[src/include/glb_cfg.svh]
// Global buffer tile configuration macros
// Data and address widths, tile count, config field widths
`ifndef GLB_CFG_SVH
`define GLB_CFG_SVH

// Word width on the bank and on both streams
`define GLB_DATA_WIDTH 16

// Bank word address, 256 words
`define GLB_ADDR_WIDTH 8

// Tiles on the interrupt chain
`define GLB_NUM_TILES 4

// Config address fields
`define GLB_TILE_ID_WIDTH 2
`define GLB_REG_SEL_WIDTH 3
`define GLB_CFG_ADDR_WIDTH (`GLB_TILE_ID_WIDTH + `GLB_REG_SEL_WIDTH)

`endif

[src/logic/glb_pkg.sv]
// Global buffer package
// DMA state, DMA opcode and config register index types
`include "glb_cfg.svh"

package glb_pkg;

    // DMA controller states
    typedef enum logic [2:0] {
        IDLE  = 3'd0,
        STORE = 3'd1,
        LOAD  = 3'd2,
        DRAIN = 3'd3,
        DONE  = 3'd4
    } dma_state_t;

    // DMA opcodes as written to the control register
    typedef enum logic [1:0] {
        OP_NONE  = 2'd0,
        OP_STORE = 2'd1,
        OP_LOAD  = 2'd2
    } dma_op_t;

    // Register select field of the config address
    typedef enum logic [`GLB_REG_SEL_WIDTH-1:0] {
        REG_ST_ADDR = 3'd0,
        REG_ST_NUM  = 3'd1,
        REG_LD_ADDR = 3'd2,
        REG_LD_NUM  = 3'd3,
        REG_CTRL    = 3'd4,
        REG_STATUS  = 3'd5
    } cfg_reg_t;

endpackage

[src/logic/glb_cfg_regs.sv]
// Config bus decoder and DMA setup registers
// Launches a store or load DMA from the control register
`include "glb_cfg.svh"

module glb_cfg_regs import glb_pkg::*; (
    input  logic                            clk,
    input  logic                            clk_en,
    input  logic                            reset,
    input  logic [`GLB_TILE_ID_WIDTH-1:0]   glb_tile_id,
    input  logic                            cfg_wr_en,
    input  logic                            cfg_rd_en,
    input  logic [`GLB_CFG_ADDR_WIDTH-1:0]  cfg_addr,
    input  logic [`GLB_DATA_WIDTH-1:0]      cfg_wr_data,
    input  logic                            dma_busy,
    output logic [`GLB_DATA_WIDTH-1:0]      cfg_rd_data,
    output logic                            cfg_rd_valid,
    output logic [`GLB_ADDR_WIDTH-1:0]      start_addr,
    output logic [`GLB_ADDR_WIDTH-1:0]      num_words,
    output logic                            dma_start,
    output dma_op_t                         dma_op
);

    localparam int PAD = `GLB_DATA_WIDTH - `GLB_ADDR_WIDTH;

    logic                          tile_hit;
    logic                          wr_hit;
    logic                          rd_hit;
    logic                          launch;
    cfg_reg_t                      reg_sel;
    dma_op_t                       wr_op;
    logic [`GLB_DATA_WIDTH-1:0]    rd_mux;
    logic [`GLB_ADDR_WIDTH-1:0]    st_addr;
    logic [`GLB_ADDR_WIDTH-1:0]    st_num;
    logic [`GLB_ADDR_WIDTH-1:0]    ld_addr;
    logic [`GLB_ADDR_WIDTH-1:0]    ld_num;

    // Tile select sits above the register select
    assign tile_hit = cfg_addr[`GLB_CFG_ADDR_WIDTH-1 -: `GLB_TILE_ID_WIDTH] == glb_tile_id;
    assign reg_sel  = cfg_reg_t'(cfg_addr[`GLB_REG_SEL_WIDTH-1:0]);
    assign wr_hit   = cfg_wr_en && tile_hit;
    assign rd_hit   = cfg_rd_en && tile_hit;
    assign wr_op    = dma_op_t'(cfg_wr_data[1:0]);

    // Launch only from idle, and not on top of a pending start
    assign launch = wr_hit && (reg_sel == REG_CTRL) && !dma_busy && !dma_start
                    && ((wr_op == OP_STORE) || (wr_op == OP_LOAD));

    // Store or load region onto the counter
    assign start_addr = (dma_op == OP_LOAD) ? ld_addr : st_addr;
    assign num_words  = (dma_op == OP_LOAD) ? ld_num : st_num;

    always_comb begin
        case (reg_sel)
            REG_ST_ADDR: rd_mux = {{PAD{1'b0}}, st_addr};
            REG_ST_NUM:  rd_mux = {{PAD{1'b0}}, st_num};
            REG_LD_ADDR: rd_mux = {{PAD{1'b0}}, ld_addr};
            REG_LD_NUM:  rd_mux = {{PAD{1'b0}}, ld_num};
            REG_CTRL:    rd_mux = {{(`GLB_DATA_WIDTH-2){1'b0}}, dma_op};
            // Busy in bit 0, opcode above
            REG_STATUS:  rd_mux = {{(`GLB_DATA_WIDTH-3){1'b0}}, dma_op, dma_busy};
            default:     rd_mux = '0;
        endcase
    end

    always_ff @(posedge clk or posedge reset) begin
        if (reset) begin
            st_addr      <= '0;
            st_num       <= '0;
            ld_addr      <= '0;
            ld_num       <= '0;
            dma_op       <= OP_NONE;
            dma_start    <= 1'b0;
            cfg_rd_valid <= 1'b0;
            cfg_rd_data  <= '0;
        end else if (clk_en) begin
            dma_start    <= launch;
            cfg_rd_valid <= rd_hit;
            if (launch) begin
                dma_op <= wr_op;
            end
            if (wr_hit) begin
                case (reg_sel)
                    REG_ST_ADDR: st_addr <= cfg_wr_data[`GLB_ADDR_WIDTH-1:0];
                    REG_ST_NUM:  st_num  <= cfg_wr_data[`GLB_ADDR_WIDTH-1:0];
                    REG_LD_ADDR: ld_addr <= cfg_wr_data[`GLB_ADDR_WIDTH-1:0];
                    REG_LD_NUM:  ld_num  <= cfg_wr_data[`GLB_ADDR_WIDTH-1:0];
                    default: ;
                endcase
            end
            if (rd_hit) begin
                cfg_rd_data <= rd_mux;
            end
        end
    end

    // Start pulse never lands on a running transfer
    a_no_start_busy: assert property (
        @(posedge clk) disable iff (reset) !(dma_start && dma_busy));

endmodule

[config.mk]
export PLATFORM = sky130hd
export DESIGN_NAME = glb_cfg_regs
export DESIGN_NICKNAME = d
export VERILOG_FILES = /design/src/logic/glb_pkg.sv /design/src/logic/glb_cfg_regs.sv
export VERILOG_INCLUDE_DIRS = /design/src /design/src/include
export SDC_FILE = /design/constraint.sdc
export NUM_CORES = 1
export LEC_CHECK = 0
export BUFFER_PORTS_ARGS = -buffer_cell sky130_fd_sc_hd__buf_4
export CORE_AREA = 2 2 92 94
export DETAILED_ROUTE_END_ITERATION = 12
export DIE_AREA = 0 0 94 96
export GPL_TIMING_DRIVEN = 0
export PLACE_DENSITY_LB_ADDON = 0.2
export SYNTH_ARGS = -nofsm -noshare
export SYNTH_HDL_FRONTEND = slang
export SYNTH_SLANG_ARGS = --single-unit
[constraint.sdc]
create_clock -name clk -period 2.5 [get_ports clk]
set_input_delay 0.5 -clock clk [delete_from_list [all_inputs] [get_ports clk]]
set_output_delay 0.5 -clock clk [all_outputs]
set_load 0.1 [all_outputs]
==> impl_metrics.yaml <==
logic_synthesis:
  area_fraction_of_the_dominant_cell_type_after_synthesis: 0.4668
  ys_seq_elements: 44
  synth_warnings: 0
  seq_area_frac_synth: 0.4668
  mappedNetlistArea_mm2: 0.002359
  syn_area_per_cell_um2: 12.96
  post_synth_main_area_contributors: "dfrtp_1 47%, mux2_2 21%, mux4_2 5.7%"
  synthDistinctLibCells: 31
  post-synth-top-area-cell: "dfrtp_1"
  post_synth_inst_count: 182
placed_design:
  dpl.cell_count: 342
  finalWeightedCongestion: 0.7352
  dp.final_hpwl_um: 4019
  placement.io_buffers: 47
power_and_ir_drop:
  largest_vdd_supply_drop_mv: 0.3986
  pwr_density_cell_mw_per_mm2: 803.4
  power.leakage_nw: 1.452
layout:
  layoutNonFillerInstCount: 349
  flow.area_growth_from_synthesis_pct: 26.53
  n_fill_cell: 817
  most_common_cell_after_layout_fill_and_taps_aside: "buf_4"
  drive_above_1_share: 0.5656
  final_core_utilization: 0.3706
  num_antenna_cells: 0
  layout.cells.most_common_list: "56 x buf_4, 44 x mux2_2, 42 x dfrtp_1, 14 x nand2_1, 11 x o21ai_0"
  layout.nets: 272
global_routing:
  number_of_global_route_vias_before_repair: 1586
  all_layer_gr_usage: 0.1321
  grt_max_degree: 27
  grt.overflow.total: 0
  grt_antenna_before_repair: 0
  global_route_wire_length_before_repair_um: 8845
drt:
  top_sig_layer: "met4"
  detail_route.wirelength.met1_um: 2592
  met3_wirelength_um: 272
  finalWirelength_um: 5608
  post_drt_wl_per_cell_um: 16.07
  via_per_instance_ratio: 4.484
  detail_route.first_pass.iterations: 4
  count_of_vias_placed_by_the_detailed_router: 1565
  antenna_left: 0
  drt_first_iter_violations: 97
  route.met2.wl_um: 2679
  drc_errors: 0
worst_setup_path:
  path_max_fanout: 16
  worst_setup_path_end_kind: "output pin"
  timing.critical_path.arrival_ns: 1.83
  setup.worst_path.start_class: "flip-flop"
  worst-endpoint-required_ns: 2.00
  timing.setup.critical_path_class: "reg -> out"
clocking:
  tritoncts: "done"
  clock_path_buffers: 2
  clk_transition_reported_paths_ns: 0.09
  postCtsSetupRepairBufs: 0
  resized_cells_post_cts: 3
  clk_tree_root_cell: "clkbuf_8"
  clkSinkCount: 44
  cts_hold_buf: 0
  htree_num_levels: 2
  cts-buffers-inserted: 5
  insertion_delay_ns: 0.30
sta:
  setup_violations: 0
  number_of_hold_violations_in_the_final_report: 0
  timing.fmax_mhz: 429.0
  timing.final.crit_share: 0.9323
  rsz_0062_raised_after_global_routing: "false"
  tightest_slew_ns: 0.6781
  finalSetupTns_ns: 0
  fin_skew_ns: 0.008043
  finalCriticalPeriod_ns: 2.331
  max_slew_margin: 0.5455
  final_max_slew_viol_count: 0
die:
  initial_core_util: 0.2929
  floorplan.die_area_mm2: 0.009024
  io-pin-count: 65
  width_of_the_die_um: 94
  core-area_mm2: 0.008051
  die_height_um: 96
  std_cell_rows: 33
run_status:
  outcome: "completed"
run:
  timing.max_cap.violations: 0
hold_path:
  min-delay-path-class: "in -> async"
[sequential cells by signal (all words and copies together), names as in the netlist]
name / cells
cfg_rd_data: 8
cfg_rd_valid: 1
dma_op: 2
dma_start: 1
ld_addr: 8
ld_num: 8
st_addr: 8
st_num: 8
[metal layers]
layer  global-route usage  up-vias
met2               0.2125       39
met1               0.1783      765
met5                    0        -
met3              0.03289        7
li1                     -      754
met4              0.03623        0
[critical path, cell delays in order, from the launching register on]
cell and delay [ns]:
dfrtp_2 0.43, nor2b_1 0.14, clkbuf_4 0.32, mux2_2 0.39, buf_4 0.24
[power by group]
group	leakage (nW)	switching [mW]	total, mW	internal (mW)
clock	0.0445	0.252	0.477	0.225
combinational	0.833	0.725	1.02	0.293
sequential	0.574	0.0780	0.902	0.824
total	1.45	1.05	2.40	1.34
[per-stage QoR]
step | hold WS (ns) | area (um^2) | worst slack (ns) | total power, mW
4_1_cts | 0.2131 | 2992 | 0.03371 | 2.423
6_report | 0.1997 | 2984 | 0.1692 | 2.397
3_3_place_gp | 0.4672 | 2872 | 0.01442 | 1.932
2_1_floorplan | 0.4906 | 2387 | 0.04798 | 1.725
5_1_grt | 0.2240 | 2984 | 0.05307 | 2.507
3_5_place_dp | 0.4741 | 2892 | 0.001296 | 1.944
[synthesized netlist by cell type]
cell type,count
a21oi_1,1
a22oi_1,2
buf_2,3
buf_4,9
buf_6,2
clkbuf_1,2
conb_1,1
dfrtp_1,44
inv_1,5
mux2_2,44
mux2_4,8
mux2i_1,5
mux4_2,6
nand2_1,14
nand2b_1,1
nand3_2,2
nand3b_1,2
nand3b_2,1
nand4b_1,1
nor2_1,4
nor2_4,1
nor2b_1,3
nor3_2,2
o21ai_0,11
o22a_1,1
o22ai_1,1
or3_1,1
or3_2,1
or4_4,1
or4b_1,1
xor2_1,2
[final timing paths]
check                      slack, ns            from  cells past startpoint             end
setup / recovery                0.17       dma_op[1]                      4   start_addr[2]
hold / removal                  0.20           reset                      2       st_num[7]
setup reg to reg                0.93       dma_start                      4       dma_op[0]
hold reg to reg                 0.49  cfg_rd_data[7]                      2  cfg_rd_data[7]
max in group asynchronous       1.79           reset                      3       dma_op[0]
min in group clk                0.43          clk_en                      2       dma_start
[cells by family (layout without fill, tap and decap cells)]
family,after synthesis,in the layout,synth area share
simple gates,35,35,0.09072
flops,44,44,0.4668
xor+xnor,2,2,0.007428
compound gates,16,16,0.03819
other cells,1,8,0.001590
mux,63,63,0.3395
buf+inv,21,76,0.05570
[area by class of cell]
class                   count  area, um^2  area share
clock inverters             1       7.507    0.002516
inverters                   5       18.77    0.006289
plain buffers              15       111.4     0.03732
flip-flops and latches     44        1104      0.3698
well taps                 105       131.4     0.04403
multi-input cells         124        1152      0.3862
clock buffers               7       86.33     0.02893
repair buffers             48       372.9      0.1249
Note: power is estimated with default switching activity, not from simulation.
