`src/include/glb_cfg.svh`:
```
// Global buffer tile configuration macros
// Data and address widths, tile count, config field widths
`ifndef GLB_CFG_SVH
`define GLB_CFG_SVH

// Word width on the bank and on both streams
`define GLB_DATA_WIDTH 16

// Bank word address, 256 words
`define GLB_ADDR_WIDTH 8

// Tiles on the interrupt chain
`define GLB_NUM_TILES 4

// Config address fields
`define GLB_TILE_ID_WIDTH 2
`define GLB_REG_SEL_WIDTH 3
`define GLB_CFG_ADDR_WIDTH (`GLB_TILE_ID_WIDTH + `GLB_REG_SEL_WIDTH)

`endif

```
`src/logic/glb_pkg.sv`:
```
// Global buffer package
// DMA state, DMA opcode and config register index types
`include "glb_cfg.svh"

package glb_pkg;

    // DMA controller states
    typedef enum logic [2:0] {
        IDLE  = 3'd0,
        STORE = 3'd1,
        LOAD  = 3'd2,
        DRAIN = 3'd3,
        DONE  = 3'd4
    } dma_state_t;

    // DMA opcodes as written to the control register
    typedef enum logic [1:0] {
        OP_NONE  = 2'd0,
        OP_STORE = 2'd1,
        OP_LOAD  = 2'd2
    } dma_op_t;

    // Register select field of the config address
    typedef enum logic [`GLB_REG_SEL_WIDTH-1:0] {
        REG_ST_ADDR = 3'd0,
        REG_ST_NUM  = 3'd1,
        REG_LD_ADDR = 3'd2,
        REG_LD_NUM  = 3'd3,
        REG_CTRL    = 3'd4,
        REG_STATUS  = 3'd5
    } cfg_reg_t;

endpackage

```
`src/logic/glb_addr_counter.sv`:
```
// DMA region address and word counter
// Flags the final word of the region
`include "glb_cfg.svh"

module glb_addr_counter (
    input  logic                        clk,
    input  logic                        clk_en,
    input  logic                        reset,
    input  logic                        load,
    input  logic                        step,
    input  logic [`GLB_ADDR_WIDTH-1:0]  start_addr,
    input  logic [`GLB_ADDR_WIDTH-1:0]  num_words,
    output logic [`GLB_ADDR_WIDTH-1:0]  addr,
    output logic                        last
);

    // One extra bit so a full bank of 256 fits
    logic [`GLB_ADDR_WIDTH:0] remain;

    always_ff @(posedge clk or posedge reset) begin
        if (reset) begin
            addr   <= '0;
            remain <= '0;
        end else if (clk_en) begin
            if (load) begin
                addr   <= start_addr;
                // Zero length means the whole bank
                remain <= (num_words == '0) ? {1'b1, {`GLB_ADDR_WIDTH{1'b0}}}
                                            : {1'b0, num_words};
            end else if (step) begin
                // Address wraps past the top word
                addr   <= addr + 1'b1;
                remain <= remain - 1'b1;
            end
        end
    end

    assign last = (remain == {{`GLB_ADDR_WIDTH{1'b0}}, 1'b1});

    a_no_step_on_load: assert property (
        @(posedge clk) disable iff (reset) !(load && step));

endmodule

```
`src/logic/glb_dma_ctrl.sv`:
```
// DMA sequencer for the store and load streams
// Drives the bank DMA port through the address counter
`include "glb_cfg.svh"

module glb_dma_ctrl import glb_pkg::*; (
    input  logic                        clk,
    input  logic                        clk_en,
    input  logic                        reset,
    input  logic                        dma_start,
    input  dma_op_t                     dma_op,
    input  logic [`GLB_ADDR_WIDTH-1:0]  start_addr,
    input  logic [`GLB_ADDR_WIDTH-1:0]  num_words,
    input  logic [`GLB_DATA_WIDTH-1:0]  stream_data_f2g,
    input  logic                        stream_data_valid_f2g,
    input  logic [`GLB_DATA_WIDTH-1:0]  dma_rd_data,
    output logic                        dma_busy,
    output logic                        dma_wr_en,
    output logic                        dma_rd_en,
    output logic [`GLB_ADDR_WIDTH-1:0]  dma_addr,
    output logic [`GLB_DATA_WIDTH-1:0]  dma_wr_data,
    output logic [`GLB_DATA_WIDTH-1:0]  stream_data_g2f,
    output logic                        stream_data_valid_g2f,
    output logic                        store_done,
    output logic                        load_done
);

    dma_state_t state;
    dma_state_t state_nxt;
    logic       is_load;
    logic       cnt_load;
    logic       cnt_step;
    logic       cnt_last;

    assign cnt_load = (state == IDLE) && dma_start;
    // Store steps per valid word, load steps every cycle
    assign cnt_step = dma_wr_en || dma_rd_en;

    glb_addr_counter u_addr_counter (
        .clk        (clk),
        .clk_en     (clk_en),
        .reset      (reset),
        .load       (cnt_load),
        .step       (cnt_step),
        .start_addr (start_addr),
        .num_words  (num_words),
        .addr       (dma_addr),
        .last       (cnt_last)
    );

    always_comb begin
        state_nxt = state;
        case (state)
            IDLE:    if (dma_start) state_nxt = (dma_op == OP_LOAD) ? LOAD : STORE;
            STORE:   if (stream_data_valid_f2g && cnt_last) state_nxt = DONE;
            LOAD:    if (cnt_last) state_nxt = DRAIN;
            // Final read data shows on g2f here
            DRAIN:   state_nxt = DONE;
            DONE:    state_nxt = IDLE;
            default: state_nxt = IDLE;
        endcase
    end

    always_ff @(posedge clk or posedge reset) begin
        if (reset) begin
            state                 <= IDLE;
            is_load               <= 1'b0;
            stream_data_valid_g2f <= 1'b0;
        end else if (clk_en) begin
            state <= state_nxt;
            if (cnt_load) begin
                is_load <= (dma_op == OP_LOAD);
            end
            // Bank read returns one cycle after the address
            stream_data_valid_g2f <= dma_rd_en;
        end
    end

    assign dma_busy        = (state != IDLE);
    assign dma_wr_en       = (state == STORE) && stream_data_valid_f2g;
    assign dma_rd_en       = (state == LOAD);
    assign dma_wr_data     = stream_data_f2g;
    assign stream_data_g2f = dma_rd_data;
    // Single done pulse from DONE, by direction
    assign store_done      = (state == DONE) && !is_load;
    assign load_done       = (state == DONE) && is_load;

    // A launch always carries a real opcode
    a_start_op_valid: assert property (
        @(posedge clk) disable iff (reset)
        dma_start |-> (dma_op == OP_STORE) || (dma_op == OP_LOAD));

endmodule

```
`config.mk`:
```
export PLATFORM = sky130hd
export DESIGN_NAME = glb_dma_ctrl
export DESIGN_NICKNAME = d
export VERILOG_FILES = /design/src/logic/glb_pkg.sv /design/src/logic/glb_addr_counter.sv /design/src/logic/glb_dma_ctrl.sv
export VERILOG_INCLUDE_DIRS = /design/src /design/src/include
export SDC_FILE = /design/constraint.sdc
export NUM_CORES = 1
export LEC_CHECK = 0
export BUFFER_PORTS_ARGS = -buffer_cell sky130_fd_sc_hd__buf_2
export CAP_MARGIN = 15
export CORE_MARGIN = 4
export CORE_UTILIZATION = 46
export CTS_BUF_LIST = sky130_fd_sc_hd__clkbuf_4 sky130_fd_sc_hd__clkbuf_8 sky130_fd_sc_hd__clkbuf_16
export DETAILED_ROUTE_END_ITERATION = 6
export PLACE_DENSITY = 0.89
export SETUP_SLACK_MARGIN = 0.05
export SYNTH_ARGS = -nofsm -noshare
export SYNTH_HDL_FRONTEND = slang
export SYNTH_SLANG_ARGS = --single-unit
```
`constraint.sdc`:
```
create_clock -name clk -period 2.7 [get_ports clk]
set_input_delay 0.135 -clock clk [delete_from_list [all_inputs] [get_ports clk]]
set_output_delay 0.135 -clock clk [all_outputs]
set_load 0.01 [all_outputs]
```
==> impl_metrics.json <==
{
  "slowest_stage": "or4b_1",
  "async_reset_ff_share_pct": 100,
  "wl_per_cell_microns": 14.4,
  "hold_viol_final": 22,
  "insertion_delay_ns": 0.30,
  "power_switching_uw": 710,
  "p_seq_share_pct": 43.0,
  "cp_max_fo": 26,
  "pwr-share-clk_pct": 9.3,
  "whs_ns": -0.0249,
  "reg2reg_from": "state[0]$_DFFE_PP0P_",
  "synth-seq-area-share_pct": 33.8,
  "fin_crit_sh_pct": 79.4,
  "post_route_cells_drive_above_1_share_pct": 25.7,
  "yosysTopAreaCellShare_pct": 33.8,
  "syn_to_final_growth_pct": -0.921,
  "antenna_left": 0,
  "internal_power_uw": 879,
  "cp-start-kind": "register",
  "violations": "hold timing",
  "vias_per_cell": 5.78,
  "dpl_cell_area_sq_um": 1590,
  "rows": 21,
  "synth-seq-cells": 22,
  "htreeDepth": 1,
  "via_count": 1370,
  "cp.arrival_ns": 2.35,
  "antenna_found_initial": 0,
  "dp_hpwl_microns": 2610,
  "core_area_sq_um": 3390,
  "slowest_delay_ns": 0.96,
  "place_congestion": 0.850,
  "rsz0062_at_grt": "false",
  "fin_worst_skew_ns": 0.00685,
  "num_antenna_cells": 0,
  "crit_required_ns": 2.90,
  "clk_path_buf_depth": 2,
  "worstMarginPinSlew_ns": 0.838,
  "initial_utilization_pct": 48.1,
  "multi_input_area_sq_um": 771,
  "grt_pass1_wl_microns": 5630,
  "dieWidth_microns": 67.5,
  "synth.avg_cell_area_sq_um": 8.54,
  "power_mw": 1.59,
  "fin_crit_ns": 2.14,
  "cts_tree": "built",
  "p_leak_nw": 0.731,
  "synth.area.top_cells": "dfrtp_1, buf_4, a21oi_1, nor2_1, o21ai_0",
  "p_sw_share_pct": 44.7,
  "crit_start": "state[0]$_DFFE_PP0P_",
  "max_freq_ghz": 0.467,
  "seqCellArea_sq_um": 551,
  "synth_area_sq_um": 1630,
  "drt-total-wl_microns": 3400,
  "crit_type": "reg2reg",
  "ys_top_cells_by_count": "buf_4, dfrtp_1, a21oi_1",
  "grt_pass1_vias": 1276,
  "fill_cells": 315,
  "drc_errors": 0,
  "die_y_microns": 67.5,
  "numCtsBuffers": 3,
  "yosysUniqueCellTypes": 47,
  "grt.overflow.total": 0,
  "synth_ff_type": "dfrtp_1",
  "drtPass1Iterations": 4,
  "grt_usage_pct": 16.0,
  "end_kind": "register",
  "synth_cells": 191,
  "clkTransAtPathRegs_ns": 0.12,
  "max_cap_violations": 0,
  "grt_max_degree": 27,
  "yosysMostFrequentCell": "buf_4",
  "clock_sinks": 22,
  "synth_edf_count": 0,
  "pwr_density_cell_nw_per_um2": 983,
  "yosys.area.top_type": "dfrtp_1",
  "drv_slew": 0,
  "final_cell_area_sq_um": 1620,
  "yosysWarnings": 0,
  "status": "complete, but fails checks",
  "p_comb_share_pct": 47.7,
  "nNetsFinal": 251,
  "timing.slew.headroom_pct": 44.1,
  "path_cells": "or4b_1, a21oi_1, a31oi_1, o22a_1",
  "cts_hold_buf": 0,
  "synth_fp_nets": 249,
  "drtIter0Drc": 117,
  "final_util_pct": 47.7,
  "ir_drop_uv": 243,
  "cts_root_buf": "clkbuf_4",
  "cts_setup_buffers": 0,
  "setup_viol": 0,
  "cts_resized": 0,
  "setup_tns_ns": 0,
  "pin_count": 101,
  "die_area_sq_um": 4560,
  "port-buffer-count": 36,
  "hp-class": "in2async"
}
[layout make-up]
class | instances | area share, %
Clock buffer | 3 | 1.39
Inverter | 5 | 1.16
Multi-Input combinational cell | 123 | 47.7
Sequential cell | 22 | 34.1
Tap cell | 46 | 3.56
Timing Repair Buffer | 38 | 12.1
[worst max-delay path, delay by kind of cell (launching register included)]
family / cells / cell delay (ns)
compound gates: 3 / 0.52
flops: 1 / 0.56
simple gates: 1 / 0.96
[flip-flops by register name, indices dropped and copies added, names as in the netlist]
signal / cells
state: 3
u_addr_counter.addr: 8
u_addr_counter.remain: 9
is_load: 1
stream_data_valid_g2f: 1
[through the flow]
step	setup slack (ns)	cells
global route	0.448	237
floorplan	1.03	191
detailed placement	0.612	234
global placement	0.650	234
finish	0.558	237
CTS	0.597	237
[cells by family after synthesis]
kind of cell | after synthesis | synth area share, %
AOI/OAI and AO/OA | 60 | 23.2
adders and majority gates | 3 | 2.30
buffers and inverters | 46 | 19.0
DFF | 22 | 33.8
muxes | 3 | 2.07
and+or+nand+nor | 57 | 19.7
[placed cells by master, fill, tap and decap left out, drive strengths merged, types with 4 or more instances in the layout]
master | netlist | layout
o22ai | 4 | 4
nand2 | 10 | 10
nor2 | 14 | 14
dfrtp | 22 | 22
nand3 | 4 | 4
a21oi | 19 | 19
nor4 | 4 | 4
inv | 5 | 5
nor3 | 4 | 4
buf | 40 | 38
nand2b | 4 | 4
o21ai | 14 | 14
[power groups by stage]
| stage | Clock (mW) | Sequential, mW | Combinational (mW) |
|---|---|---|---|
| after CTS | 0.156 | 0.676 | 0.763 |
| after global routing | 0.170 | 0.708 | 0.862 |
| final | 0.148 | 0.683 | 0.757 |
| after detailed placement | 0 | 0.683 | 0.761 |
| after floorplan | 0 | 0.645 | 0.623 |
| after global placement | 0 | 0.672 | 0.729 |
[final timing paths]
check / to / slack (ns) / depth (start not counted)
setup / recovery: u_addr_counter.remain[8]$_DFFE_PP0P_ / 0.56 / 4
hold / removal: u_addr_counter.addr[0]$_DFFE_PP0P_ / -0.02 / 2
max in group asynchronous: u_addr_counter.addr[7]$_DFFE_PP0P_ / 2.20 / 2
hold reg to reg: stream_data_valid_g2f$_DFFE_PP0P_ / 0.52 / 1
setup reg to reg: u_addr_counter.remain[8]$_DFFE_PP0P_ / 0.56 / 4
min in group clk: u_addr_counter.addr[1]$_DFFE_PP0P_ / 0.08 / 3
[metal layers]
metal	wire, microns	track usage [%]	share of wire, %	up-vias
li1	-	-	-	665
met4	34	4.81	1.0	0
met3	220	3.49	6.5	5
met2	1670	27.5	49	50
met5	0	0	0	-
met1	1480	19.8	43	650
Power figures use the tool's default switching activity.
